`config.mk`:
```
export PLATFORM = sky130hd
export DESIGN_NAME = tw_top
export DESIGN_NICKNAME = d
export VERILOG_FILES = /design/src/tw_pkg.sv /design/src/tw_msg_if.sv /design/src/tw_engine.sv /design/src/tw_msg_decoder.sv /design/src/tw_table_ram.sv /design/src/tw_top.sv
export VERILOG_INCLUDE_DIRS = /design/src
export SDC_FILE = /design/constraint.sdc
export NUM_CORES = 2
export LEC_CHECK = 0
export ABC_CLOCK_PERIOD_IN_PS = 27400
export BUFFER_PORTS_ARGS = -buffer_cell sky130_fd_sc_hd__buf_2
export CELL_PAD_IN_SITES_DETAIL_PLACEMENT = 0
export CELL_PAD_IN_SITES_GLOBAL_PLACEMENT = 1
export CORE_MARGIN = 2
export CORE_UTILIZATION = 57
export CTS_CLUSTER_SIZE = 10
export DETAILED_ROUTE_END_ITERATION = 10
export GPL_ROUTABILITY_DRIVEN = 0
export GPL_TIMING_DRIVEN = 0
export PLACE_DENSITY_LB_ADDON = 0.1
export SYNTH_ARGS = -nofsm -noshare
export SYNTH_HDL_FRONTEND = slang
export SYNTH_SLANG_ARGS = --single-unit
```
`constraint.sdc`:
```
create_clock -name clk -period 27.4 [get_ports clk]
set_clock_uncertainty 0.15 [all_clocks]
set_input_delay 4.11 -clock clk [delete_from_list [all_inputs] [get_ports clk]]
set_output_delay 4.11 -clock clk [all_outputs]
set_load 0.05 [all_outputs]
```
`src/tw_defines.svh`:
```
// table depth and field positions are fixed at compile time; the table word layout must match TW_WORD_W
`ifndef TW_DEFINES_SVH
`define TW_DEFINES_SVH

// table size and accelerator id width
`define TW_ENTRIES 16
`define TW_ACC_BITS 4

// header word of a stream message
`define TW_MSG_CODE 8'hA7
`define TW_CODE_H 63
`define TW_CODE_L 56
`define TW_TYPE_BIT 32
`define TW_COMP_H 31
`define TW_COMP_L 0

// one table word is valid, accelerator id, signed pending count and task id
`define TW_WORD_W 101
`define TW_VALID_B 100
`define TW_ACC_L 96
`define TW_CNT_H 95
`define TW_CNT_L 64
`define TW_TID_H 63
`define TW_TID_L 0

`endif

```
`src/tw_pkg.sv`:
```
// shared types for the taskwait manager; widths come from the defines header
`include "tw_defines.svh"

package tw_pkg;

    // accelerator id as carried by the stream source and wake-up destination
    typedef logic [`TW_ACC_BITS-1:0] acc_id_t;

    // parent task id, also the width of a stream data beat
    typedef logic [63:0] task_id_t;

    // component count in a request, and the signed pending count in the table
    typedef logic [31:0] comp_t;

    // index into the taskwait table
    typedef logic [$clog2(`TW_ENTRIES)-1:0] tw_idx_t;

    // one packed table entry
    typedef logic [`TW_WORD_W-1:0] tw_word_t;

    typedef enum logic [2:0] {
        IDLE,
        READ_REQ,
        SCAN_ADDR,
        SCAN_CMP,
        UPDATE,
        WAKE
    } tw_state_t;

endpackage

```
`src/tw_msg_if.sv`:
```
// one decoded message from a decoder to the engine; fields are only meaningful while msg_valid is high
`timescale 1ns/100ps

interface tw_msg_if import tw_pkg::*; ();

    logic     msg_valid;
    logic     msg_take;
    logic     is_wait;
    comp_t    components;
    task_id_t task_id;
    acc_id_t  acc_id;

    // the decoder holds the message until the engine pulses msg_take
    modport src (
        output msg_valid, is_wait, components, task_id, acc_id,
        input  msg_take
    );

    modport dst (
        input  msg_valid, is_wait, components, task_id, acc_id,
        output msg_take
    );

endinterface

```
`src/tw_engine.sv`:
```
// table full is not handled: an allocation with no free entry overwrites an entry and is only flagged
`timescale 1ns/100ps
`include "tw_defines.svh"

module tw_engine import tw_pkg::*; (
    input  logic     clk,
    input  logic     rstn,
    tw_msg_if.dst    wait_msg,
    tw_msg_if.dst    fin_msg,
    output logic     tab_en,
    output logic     tab_we,
    output tw_idx_t  tab_addr,
    output tw_word_t tab_din,
    input  tw_word_t tab_dout,
    output logic     wake_valid,
    input  logic     wake_ready,
    output acc_id_t  wake_dest
);

    localparam tw_idx_t LAST_IDX = tw_idx_t'(`TW_ENTRIES - 1);

    tw_state_t state;
    logic      clr_started;
    logic      clr_busy;
    tw_idx_t   clr_idx;
    logic      last_wait;
    logic      pick_wait;
    logic      start;
    logic      req_wait;
    comp_t     req_comp;
    task_id_t  req_tid;
    acc_id_t   req_acc;
    tw_idx_t   scan_idx;
    tw_idx_t   free_idx;
    logic      free_found;
    logic      found;
    comp_t     ent_cnt;
    acc_id_t   ent_acc;
    logic      dout_match;
    comp_t     new_cnt;
    acc_id_t   entry_acc;
    logic      imm_wake;
    logic      cnt_zero;

    // alternate when both decoders hold a message, taskwait first after reset
    assign pick_wait = wait_msg.msg_valid && (!fin_msg.msg_valid || !last_wait);
    assign start = state == IDLE && clr_started && !clr_busy
                   && (wait_msg.msg_valid || fin_msg.msg_valid);
    assign wait_msg.msg_take = start && pick_wait;
    assign fin_msg.msg_take  = start && !pick_wait;

    assign dout_match = tab_dout[`TW_VALID_B] && tab_dout[`TW_TID_H:`TW_TID_L] == req_tid;

    always_comb begin
        if (found) begin
            new_cnt = req_wait ? ent_cnt - req_comp : ent_cnt + comp_t'(1);
        end else begin
            new_cnt = req_wait ? comp_t'(0) - req_comp : comp_t'(1);
        end
    end

    // a taskwait with nothing outstanding needs no entry at all
    assign imm_wake  = !found && req_wait && req_comp == '0;
    assign cnt_zero  = found && new_cnt == '0;
    assign entry_acc = (req_wait || !found) ? req_acc : ent_acc;
    assign wake_valid = state == WAKE;

    always_comb begin
        tab_en   = 1'b0;
        tab_we   = 1'b0;
        tab_addr = scan_idx;
        tab_din  = '0;
        if (clr_busy) begin
            tab_en   = 1'b1;
            tab_we   = 1'b1;
            tab_addr = clr_idx;
        end else if (state == SCAN_ADDR) begin
            tab_en = 1'b1;
        end else if (state == UPDATE && !imm_wake) begin
            tab_en   = 1'b1;
            tab_we   = 1'b1;
            tab_addr = found ? scan_idx : free_idx;
            // an entry whose count reached zero is written back as free
            tab_din[`TW_VALID_B] = !cnt_zero;
            tab_din[`TW_ACC_L+`TW_ACC_BITS-1:`TW_ACC_L] = entry_acc;
            tab_din[`TW_CNT_H:`TW_CNT_L] = new_cnt;
            tab_din[`TW_TID_H:`TW_TID_L] = req_tid;
        end
    end

    always_ff @(posedge clk) begin
        if (!rstn) begin
            state       <= IDLE;
            clr_started <= 1'b0;
            clr_busy    <= 1'b0;
            clr_idx     <= '0;
            last_wait   <= 1'b0;
        end else begin
            // one sweep over the table once reset is released
            if (!clr_started) begin
                clr_started <= 1'b1;
                clr_busy    <= 1'b1;
            end
            if (clr_busy) begin
                clr_idx <= clr_idx + 1'b1;
                if (clr_idx == LAST_IDX) begin
                    clr_busy <= 1'b0;
                end
            end
            case (state)
                IDLE: begin
                    if (start) begin
                        last_wait <= pick_wait;
                        state     <= READ_REQ;
                    end
                end
                READ_REQ:  state <= SCAN_ADDR;
                SCAN_ADDR: state <= SCAN_CMP;
                SCAN_CMP: begin
                    if (dout_match || scan_idx == LAST_IDX) begin
                        state <= UPDATE;
                    end else begin
                        state <= SCAN_ADDR;
                    end
                end
                UPDATE: state <= (imm_wake || cnt_zero) ? WAKE : IDLE;
                WAKE: begin
                    if (wake_ready) begin
                        state <= IDLE;
                    end
                end
                default: state <= IDLE;
            endcase
        end
    end

    always_ff @(posedge clk) begin
        if (start) begin
            req_wait <= pick_wait ? wait_msg.is_wait : fin_msg.is_wait;
            req_comp <= pick_wait ? wait_msg.components : fin_msg.components;
            req_tid  <= pick_wait ? wait_msg.task_id : fin_msg.task_id;
            req_acc  <= pick_wait ? wait_msg.acc_id : fin_msg.acc_id;
        end
        if (state == READ_REQ) begin
            scan_idx   <= '0;
            free_found <= 1'b0;
            found      <= 1'b0;
        end
        if (state == SCAN_CMP) begin
            found   <= dout_match;
            ent_cnt <= tab_dout[`TW_CNT_H:`TW_CNT_L];
            ent_acc <= tab_dout[`TW_ACC_L+`TW_ACC_BITS-1:`TW_ACC_L];
            // remember the first free slot in case the id is not in the table
            if (!tab_dout[`TW_VALID_B] && !free_found) begin
                free_found <= 1'b1;
                free_idx   <= scan_idx;
            end
            if (!dout_match && scan_idx != LAST_IDX) begin
                scan_idx <= scan_idx + 1'b1;
            end
        end
        if (state == UPDATE) begin
            wake_dest <= entry_acc;
        end
    end

    assert property (@(posedge clk) disable iff (!rstn)
        state == UPDATE && !found && !imm_wake |-> free_found)
        else $error("taskwait table full, allocation without a free entry");

    assert property (@(posedge clk) disable iff (!rstn)
        wake_valid && !wake_ready |=> wake_valid && $stable(wake_dest))
        else $error("wake-up dropped or changed before wake_ready");

endmodule

```
`src/tw_msg_decoder.sv`:
```
// holds one message at a time; a bad message code still consumes both beats and is dropped silently
`timescale 1ns/100ps
`include "tw_defines.svh"

module tw_msg_decoder import tw_pkg::*; (
    input  logic     clk,
    input  logic     rstn,
    input  task_id_t s_data,
    input  logic     s_valid,
    input  acc_id_t  s_src,
    output logic     s_ready,
    tw_msg_if.src    msg
);

    // low while waiting for a header beat, high while waiting for the task id beat
    logic id_phase;
    logic code_ok;
    logic hold_valid;
    logic hold_next;
    logic beat;

    assign beat = s_valid && s_ready;
    assign msg.msg_valid = hold_valid;

    // ready is low while holding, so a take and an accepted beat never meet
    always_comb begin
        hold_next = hold_valid;
        if (msg.msg_take) begin
            hold_next = 1'b0;
        end
        if (beat && id_phase && code_ok) begin
            hold_next = 1'b1;
        end
    end

    always_ff @(posedge clk) begin
        if (!rstn) begin
            id_phase   <= 1'b0;
            hold_valid <= 1'b0;
            s_ready    <= 1'b0;
        end else begin
            hold_valid <= hold_next;
            s_ready    <= !hold_next;
            if (beat) begin
                id_phase <= !id_phase;
            end
        end
    end

    // header fields go straight into the message, since nothing is held while a header arrives
    always_ff @(posedge clk) begin
        if (beat && !id_phase) begin
            code_ok        <= s_data[`TW_CODE_H:`TW_CODE_L] == `TW_MSG_CODE;
            msg.is_wait    <= s_data[`TW_TYPE_BIT];
            msg.components <= s_data[`TW_COMP_H:`TW_COMP_L];
            msg.acc_id     <= s_src;
        end
        if (beat && id_phase && code_ok) begin
            msg.task_id <= s_data;
        end
    end

    // the engine latches the fields on take, so they must not move before it
    assert property (@(posedge clk) disable iff (!rstn)
        msg.msg_valid && !msg.msg_take |=>
            $stable({msg.is_wait, msg.components, msg.task_id, msg.acc_id}))
        else $error("decoded message changed before it was taken");

endmodule

```
`src/tw_table_ram.sv`:
```
// single port table memory, write-first, one cycle read latency, contents undefined until cleared
`timescale 1ns/100ps
`include "tw_defines.svh"

module tw_table_ram import tw_pkg::*; (
    input  logic     clk,
    input  logic     en,
    input  logic     we,
    input  tw_idx_t  addr,
    input  tw_word_t din,
    output tw_word_t dout
);

    tw_word_t mem [`TW_ENTRIES];

    always_ff @(posedge clk) begin
        if (en) begin
            if (we) begin
                mem[addr] <= din;
                // a write returns the new word on the read port
                dout <= din;
            end else begin
                dout <= mem[addr];
            end
        end
    end

endmodule

```
`src/tw_top.sv`:
```
// taskwait manager top; each stream carries a header beat then a task id beat, src sampled on the header
`timescale 1ns/100ps

module tw_top import tw_pkg::*; (
    input  logic     clk,
    input  logic     rstn,
    input  task_id_t wait_data,
    input  logic     wait_valid,
    output logic     wait_ready,
    input  acc_id_t  wait_src,
    input  task_id_t fin_data,
    input  logic     fin_valid,
    output logic     fin_ready,
    input  acc_id_t  fin_src,
    output logic     wake_valid,
    input  logic     wake_ready,
    output acc_id_t  wake_dest
);

    tw_msg_if wait_if ();
    tw_msg_if fin_if ();

    logic     tab_en;
    logic     tab_we;
    tw_idx_t  tab_addr;
    tw_word_t tab_din;
    tw_word_t tab_dout;

    tw_msg_decoder u_wait_dec (
        .clk     (clk),
        .rstn    (rstn),
        .s_data  (wait_data),
        .s_valid (wait_valid),
        .s_src   (wait_src),
        .s_ready (wait_ready),
        .msg     (wait_if)
    );

    tw_msg_decoder u_fin_dec (
        .clk     (clk),
        .rstn    (rstn),
        .s_data  (fin_data),
        .s_valid (fin_valid),
        .s_src   (fin_src),
        .s_ready (fin_ready),
        .msg     (fin_if)
    );

    tw_engine u_engine (
        .clk        (clk),
        .rstn       (rstn),
        .wait_msg   (wait_if),
        .fin_msg    (fin_if),
        .tab_en     (tab_en),
        .tab_we     (tab_we),
        .tab_addr   (tab_addr),
        .tab_din    (tab_din),
        .tab_dout   (tab_dout),
        .wake_valid (wake_valid),
        .wake_ready (wake_ready),
        .wake_dest  (wake_dest)
    );

    tw_table_ram u_table (
        .clk  (clk),
        .en   (tab_en),
        .we   (tab_we),
        .addr (tab_addr),
        .din  (tab_din),
        .dout (tab_dout)
    );

endmodule
```
== Yosys cells after proc, flatten, opt, wreduce, memory -nomap -nowiden ==
Memory sizes are Yosys's and may differ from the RTL's. A register that Yosys moved wholly into a read port is not among the register bits.
Index checks and enable logic that the tools add are counted.

* Register bits: 371
* Latch bits: 0
* Memory bits (writable): 1616
* Bits in read-only memories: 0
* Input bits: 141
* Word-level logic and storage cells: 142
* Memories: 1

* Add/subtract/negate cells: 5
* Multiply operators: 0
* Divide/modulo/power cells: 0
* $lt $le $gt $ge: 0
* Eq/ne operators: 13
* Shift-type cells: 0
* Multiplexer cells: 44
* Bitwise logic cells: 0
* Reductions and logical operators: 47

{| class="wikitable"
|+ Memories
! name !! depth !! bits a word !! read ports !! clocked after memory_dff !! write ports !! line !! RTL
|-
| u_table.mem || 16 || 101 || 1 || 1 || 1 || tw_table_ram.sv:14 || <nowiki>tw_word_t mem [`TW_ENTRIES];</nowiki>
|}

{| class="wikitable"
|+ Operators with widths
! cell !! count
|-
| 101-bit 2-to-1 mux || 3
|-
| 32-bit 2-to-1 mux || 4
|-
| 64-bit equality test || 1
|-
| 32-bit logical NOT || 2
|-
| 64-bit 2-to-1 mux || 1
|-
| 4-bit 2-to-1 mux || 9
|-
| 32-bit by 1-bit adder with 32-bit output (second input constant) || 1
|-
| 1-bit by 32-bit subtractor with 32-bit output (first input constant) || 1
|-
| 32-bit subtractor || 1
|-
| 1-bit 2-to-1 mux || 22
|-
| 1-bit logical AND || 21
|-
| 3-bit one-hot mux with 6 select lines || 1
|-
| 8-bit equality test (second input constant) || 2
|-
| 1-bit logical NOT || 14
|-
| 3-bit 2-to-1 mux || 4
|-
| 4-bit by 1-bit adder with 4-bit output (second input constant) || 2
|-
| 4-bit equality test (second input constant) || 2
|-
| 3-bit by 2-bit equality test with 1-bit output (second input constant) || 2
|-
| 3-bit equality test (second input constant) || 2
|-
| 2-bit AND reduction || 3
|-
| 1-bit logical OR || 5
|-
| 2-bit by 1-bit != test with 1-bit output (second input constant) || 2
|-
| 4-bit != test (second input constant) || 1
|-
| 3-bit by 1-bit equality test with 1-bit output (second input constant) || 1
|-
| other kinds (2) || 2
|}

== Depth between registers and ports, before layout ==
* Word-level depth: 11
* Gate-level depth with buffers: 17

== Cells and area by module ==
A second synthesis with hierarchy kept.

* Cell total of the unflattened synthesis: 4742
* Area total of the unflattened synthesis: 83287.4 um2

{| class="wikitable"
|+ Modules (own cells, without submodules)
! module !! instances !! cells each !! area an instance (um2) !! seq. area each (um2)
|-
| tw_table_ram || 1 || 3434 || 65876.9 || 51559.4
|-
| tw_engine || 1 || 1072 || 10994.3 || 4684.5
|-
| tw_msg_decoder || 2 || 118 || 3208.1 || 3123.0
|}

== Least setup slack after synthesis ==
No wires, ideal clock.

* Path kind: register -> register
* Start: register u_engine.req_comp[0]
* End: memory u_table.mem[15][0] (netlist bit) (enable)
* Setup time: 0.562 ns
* Data arrival time: 7.904 ns
* Data required time: 26.688 ns
* Slack: 18.783 ns
* Cell stages (with the launch flop): 16
* Period minus slack after synthesis: 8.617 ns
* Cells stage by stage: edfxtp_1 inv_1 ha_1 or4b_1 clkbuf_1 or3_4 nor4_4 a311oi_2 mux2i_1 o21ai_1 buf_2 clkbuf_1 buf_2 buf_1 nand2_1 nor2_1

* Longest elaborated chain between the ends: 10

{| class="wikitable"
|+ Ends and longest elaborated chain
! item !! line !! RTL
|-
| start, declared || tw_engine.sv:30 || <nowiki>comp_t req_comp;</nowiki>
|-
| start signal, assigned || tw_engine.sv:140 || <nowiki>req_comp <= pick_wait ? wait_msg.components : fin_msg.components;</nowiki>
|-
| 32-bit logical NOT (*) || tw_engine.sv:63 || <nowiki>assign imm_wake = !found && req_wait && req_comp == '0;</nowiki>
|-
| 1-bit logical AND (*) || tw_engine.sv:63 ||
|-
| 1-bit logical NOT (*) || tw_engine.sv:79 || <nowiki>end else if (state == UPDATE && !imm_wake) begin</nowiki>
|-
| 1-bit logical AND (*) || tw_engine.sv:79 ||
|-
| 1-bit 2-to-1 mux || tw_engine.sv:79 ||
|-
| 1-bit 2-to-1 mux || tw_engine.sv:77 || <nowiki>end else if (state == SCAN_ADDR) begin</nowiki>
|-
| 1-bit 2-to-1 mux || tw_engine.sv:73 || <nowiki>if (clr_busy) begin</nowiki>
|-
| 1-bit 2-to-1 mux || tw_table_ram.sv:18 || <nowiki>if (we) begin</nowiki>
|-
| 1-bit 2-to-1 mux || tw_table_ram.sv:17 || <nowiki>if (en) begin</nowiki>
|-
| 1-bit 2-to-1 mux (not written as such) || tw_table_ram.sv:19 || <nowiki>mem[addr] <= din;</nowiki>
|-
| end, declared || tw_table_ram.sv:14 ||
|}

Mark *: on every way between the ends. The rest lies on a longest branch, timed or not.

== Worst setup path after layout ==
* Start: register u_engine.req_comp[0]
* End: memory u_table.mem[13][13] (netlist bit) (enable)

The elaborated chain is that of the path after synthesis.

==> results by group <==
STA
  – Setup TNS: 0 ps
  – Slew headroom: -1.23%
  – Final hold vios: 0
  – Final WS setup: 18820 ps
  – Period utilisation layout: 31.3%
  – Final slew viol count: 22
  – Crit path time final: 8580 ps
  – Final setup vio count: 0
  – RSZ-0062 raised after global routing: no
  – Worst Tran Pin Value: 1520 ps
  – Fmax achieved: 0.117 GHz

Synthesis
  – Async set or reset register ratio after synthesis: 0%
  – Ranking of synthesized cells by area: edfxtp_1 (75%), nand2_1 (7.3%), nand3_1 (3.2%)
  – Mapped cell area: 82900 um2
  – Synth Flop Type: edfxtp_1
  – Synth top area share: 74.9%
  – Post-synth top area cell: edfxtp_1
  – Number of synthesized flops with an enable pin: 2067
  – Most common cell in the synthesized netlist: edfxtp_1
  – Syn Nets: 6262
  – Syn_area_per_cell: 13.6 um2
  – #FFs+latches synth: 2088
  – Top cells by count, synth: edfxtp_1 (2067), nand2_1 (1616), nand3_1 (534)
  – Synth cell types: 78
  – Ys Warns: 0
  – Mapped Cells: 6085
  – Register area share after synthesis: 75.4%

Route
  – Vias per cell: 6.45
  – Antenna viol nets, final: 0
  – Met3 routed WL: 35.0 mm
  – DR WL met2: 119 mm
  – Residual DRC count: 0
  – Highest Signal Layer: met5
  – Met1 Wirelength: 104 mm
  – First drt pass iteration count: 6
  – Avg WL per Cell: 31.6 um
  – Post-Route WL: 270 mm
  – Total number of vias: 55.0k
  – Drt initial violations: 8998

Die
  – Die Footprint: 149000 um2
  – # rows: 139
  – Die height: 385 um
  – Core Box Area: 144000 um2
  – Die X: 385 um
  – Starting Density: 57.6%
  – I/O pin cnt: 148

GRT
  – First-pass GRT wire length: 376 mm
  – Total Routing Usage GR: 36.3%
  – Pin count of the biggest net entering global routing: 54
  – GRT Residual Overflow: 0
  – Vias in the first global route: 51.6k
  – Antenna violations before repair: 11

Cells and area
  – Final core utilization: 65.4%
  – Final Non-Filler Cells: 8531
  – Proportion of layout cells with a drive suffix above 1: 11.4%
  – Filler instances: 10.4k
  – Syn-to-layout area delta: 13.7%
  – Final #Nets: 6727
  – Final Cell Area: 94200 um2

Worst hold path
  – Hold WC Path Type: reg2reg

Clock network
  – Hold-fix buffers, CTS: 0
  – Clk slew on worst S/H paths: 50 ps
  – Max clock buf depth: 3
  – Setup repair bufs after CTS: 0
  – CTS tree: yes
  – Number of buffers created by CTS: 228
  – Post-cts sizing count: 0
  – H-tree depth: 4
  – CTS Sinks: 2088
  – Root buffer cell: clkbuf_16
  – Skew-Pair Late Insertion Delay: 850 ps

Place
  – Hpwl dp: 182 mm
  – Pre-CTS setup slack: 19020 ps
  – Placed Cells: 8222
  – Cell area after placement: 88100 um2
  – I/O Buffers: 147

Critical path
  – WS Path Type: reg2reg
  – Critical path launch point type: flop
  – Crit-path max FO: 19
  – Crit end category: flop
  – CP required: 27780 ps
  – CP arrival: 8960 ps

Run status
  – Failing checks: capacitance limit, slew limit
  – Status: complete, but fails checks

Power
  – Worst vdd ir: 0.0594 mV
  – PD cells: 83.6 nW/um2
  – Total leakage power: 0.0313 uW

Job
  – Max cap viols: 2
worst max-delay path, cell delays in order, from the launching register on:
cell and delay (ps):
edfxtp_1 510, inv_1 130, ha_1 220, or4b_1 440, clkbuf_1 250, or3_4 460, nor4_4 480, a311oi_2 430
mux2i_1 230, o21ai_1 240, buf_2 340, clkbuf_1 1150, buf_2 620, buf_1 570, nand2_1 460, nor2_4 590
buf_12 270, buf_12 220, buf_12 230, buf_12 230
layer usage:
metal  vias to the layer above  global-route usage, %
li1                      23300                      -
met1                     27300                   51.9
met2                      3794                   53.4
met3                       571                   9.39
met4                         2                   15.0
met5                         -                      0
flip-flops by register name (all words and copies together), names as in the netlist, 32 cells and up:
register and cells:
u_wait_dec.msg.task_id 64, u_wait_dec.msg.components 32, u_engine.ent_cnt 32, u_table.mem 1616, u_table.dout 101, u_fin_dec.msg.task_id 64, u_fin_dec.msg.components 32, u_engine.req_tid 64
u_engine.req_comp 32
per-stage QoR:
step / power (uW) / hold WS [ps]
6_report: 7880 / 269
3_5_place_dp: 5220 / 255
4_1_cts: 7830 / 264
2_1_floorplan: 4550 / 250
5_1_grt: 8080 / 269
3_3_place_gp: 5200 / 254
worst paths after layout:
check	start	to	slack, ps	cells past startpoint
worst max-delay path	u_engine.req_comp[0]$_DFFE_PP_	u_table.mem[13][13]$_DFFE_PP_	18820	19
worst max register to register	u_engine.req_comp[0]$_DFFE_PP_	u_table.mem[13][13]$_DFFE_PP_	18820	19
worst min register to register	u_table.dout[77]$_DFFE_PP_	u_engine.ent_cnt[13]$_DFFE_PP_	270	0
worst min-delay path	u_table.dout[77]$_DFFE_PP_	u_engine.ent_cnt[13]$_DFFE_PP_	270	0
cells in the final DEF, fill, tap and decap left out, types with 39 or more instances in the layout:
master and count:
a21oi_1 306, a311oi_1 72, a31oi_1 42, and2_1 71, and3_1 85, buf_12 65, buf_2 261, clkbuf_1 250
clkbuf_16 230, edfxtp_1 2067, mux2_2 106, mux2i_1 44, nand2_1 1615, nand3_1 534, nor2_1 93, nor3_1 39
nor4_1 94, o21ai_0 67, o21ai_1 54, xnor2_1 42, xor2_1 57
cell families (layout without fill, tap and decap cells):
logic type / after synthesis / count (layout) / share of synthesized area [%]
xor+xnor: 99 / 99 / 1.05
compound gates: 659 / 659 / 4.81
fa+ha+maj: 36 / 36 / 0.552
simple gates: 2684 / 2684 / 14.3
other cells: 0 / 9 / 0
flops: 2088 / 2088 / 75.4
mux: 151 / 151 / 2.00
buf+inv: 368 / 902 / 1.87
report_power, final:
group / total (uW) / leakage [uW] / switching (uW) / internal, uW
Combinational: 1510 / 0.0105 / 1130 / 387
Clock: 2670 / 0.00296 / 1170 / 1500
Sequential: 3700 / 0.0179 / 49.9 / 3650
layout make-up:
type / instances / area, um2 / share of cell area, %
Antenna cell: 9 / 22.5 / 0.0239
Buffer: 336 / 1430 / 1.52
Clock buffer: 284 / 5960 / 6.32
Clock inverter: 15 / 165 / 0.175
Inverter: 32 / 130 / 0.138
Multi-Input combinational cell: 3629 / 19000 / 20.2
Sequential cell: 2088 / 62500 / 66.3
Tap cell: 1903 / 2380 / 2.53
Timing Repair Buffer: 235 / 2650 / 2.81
Power figures use the tool's default switching activity.
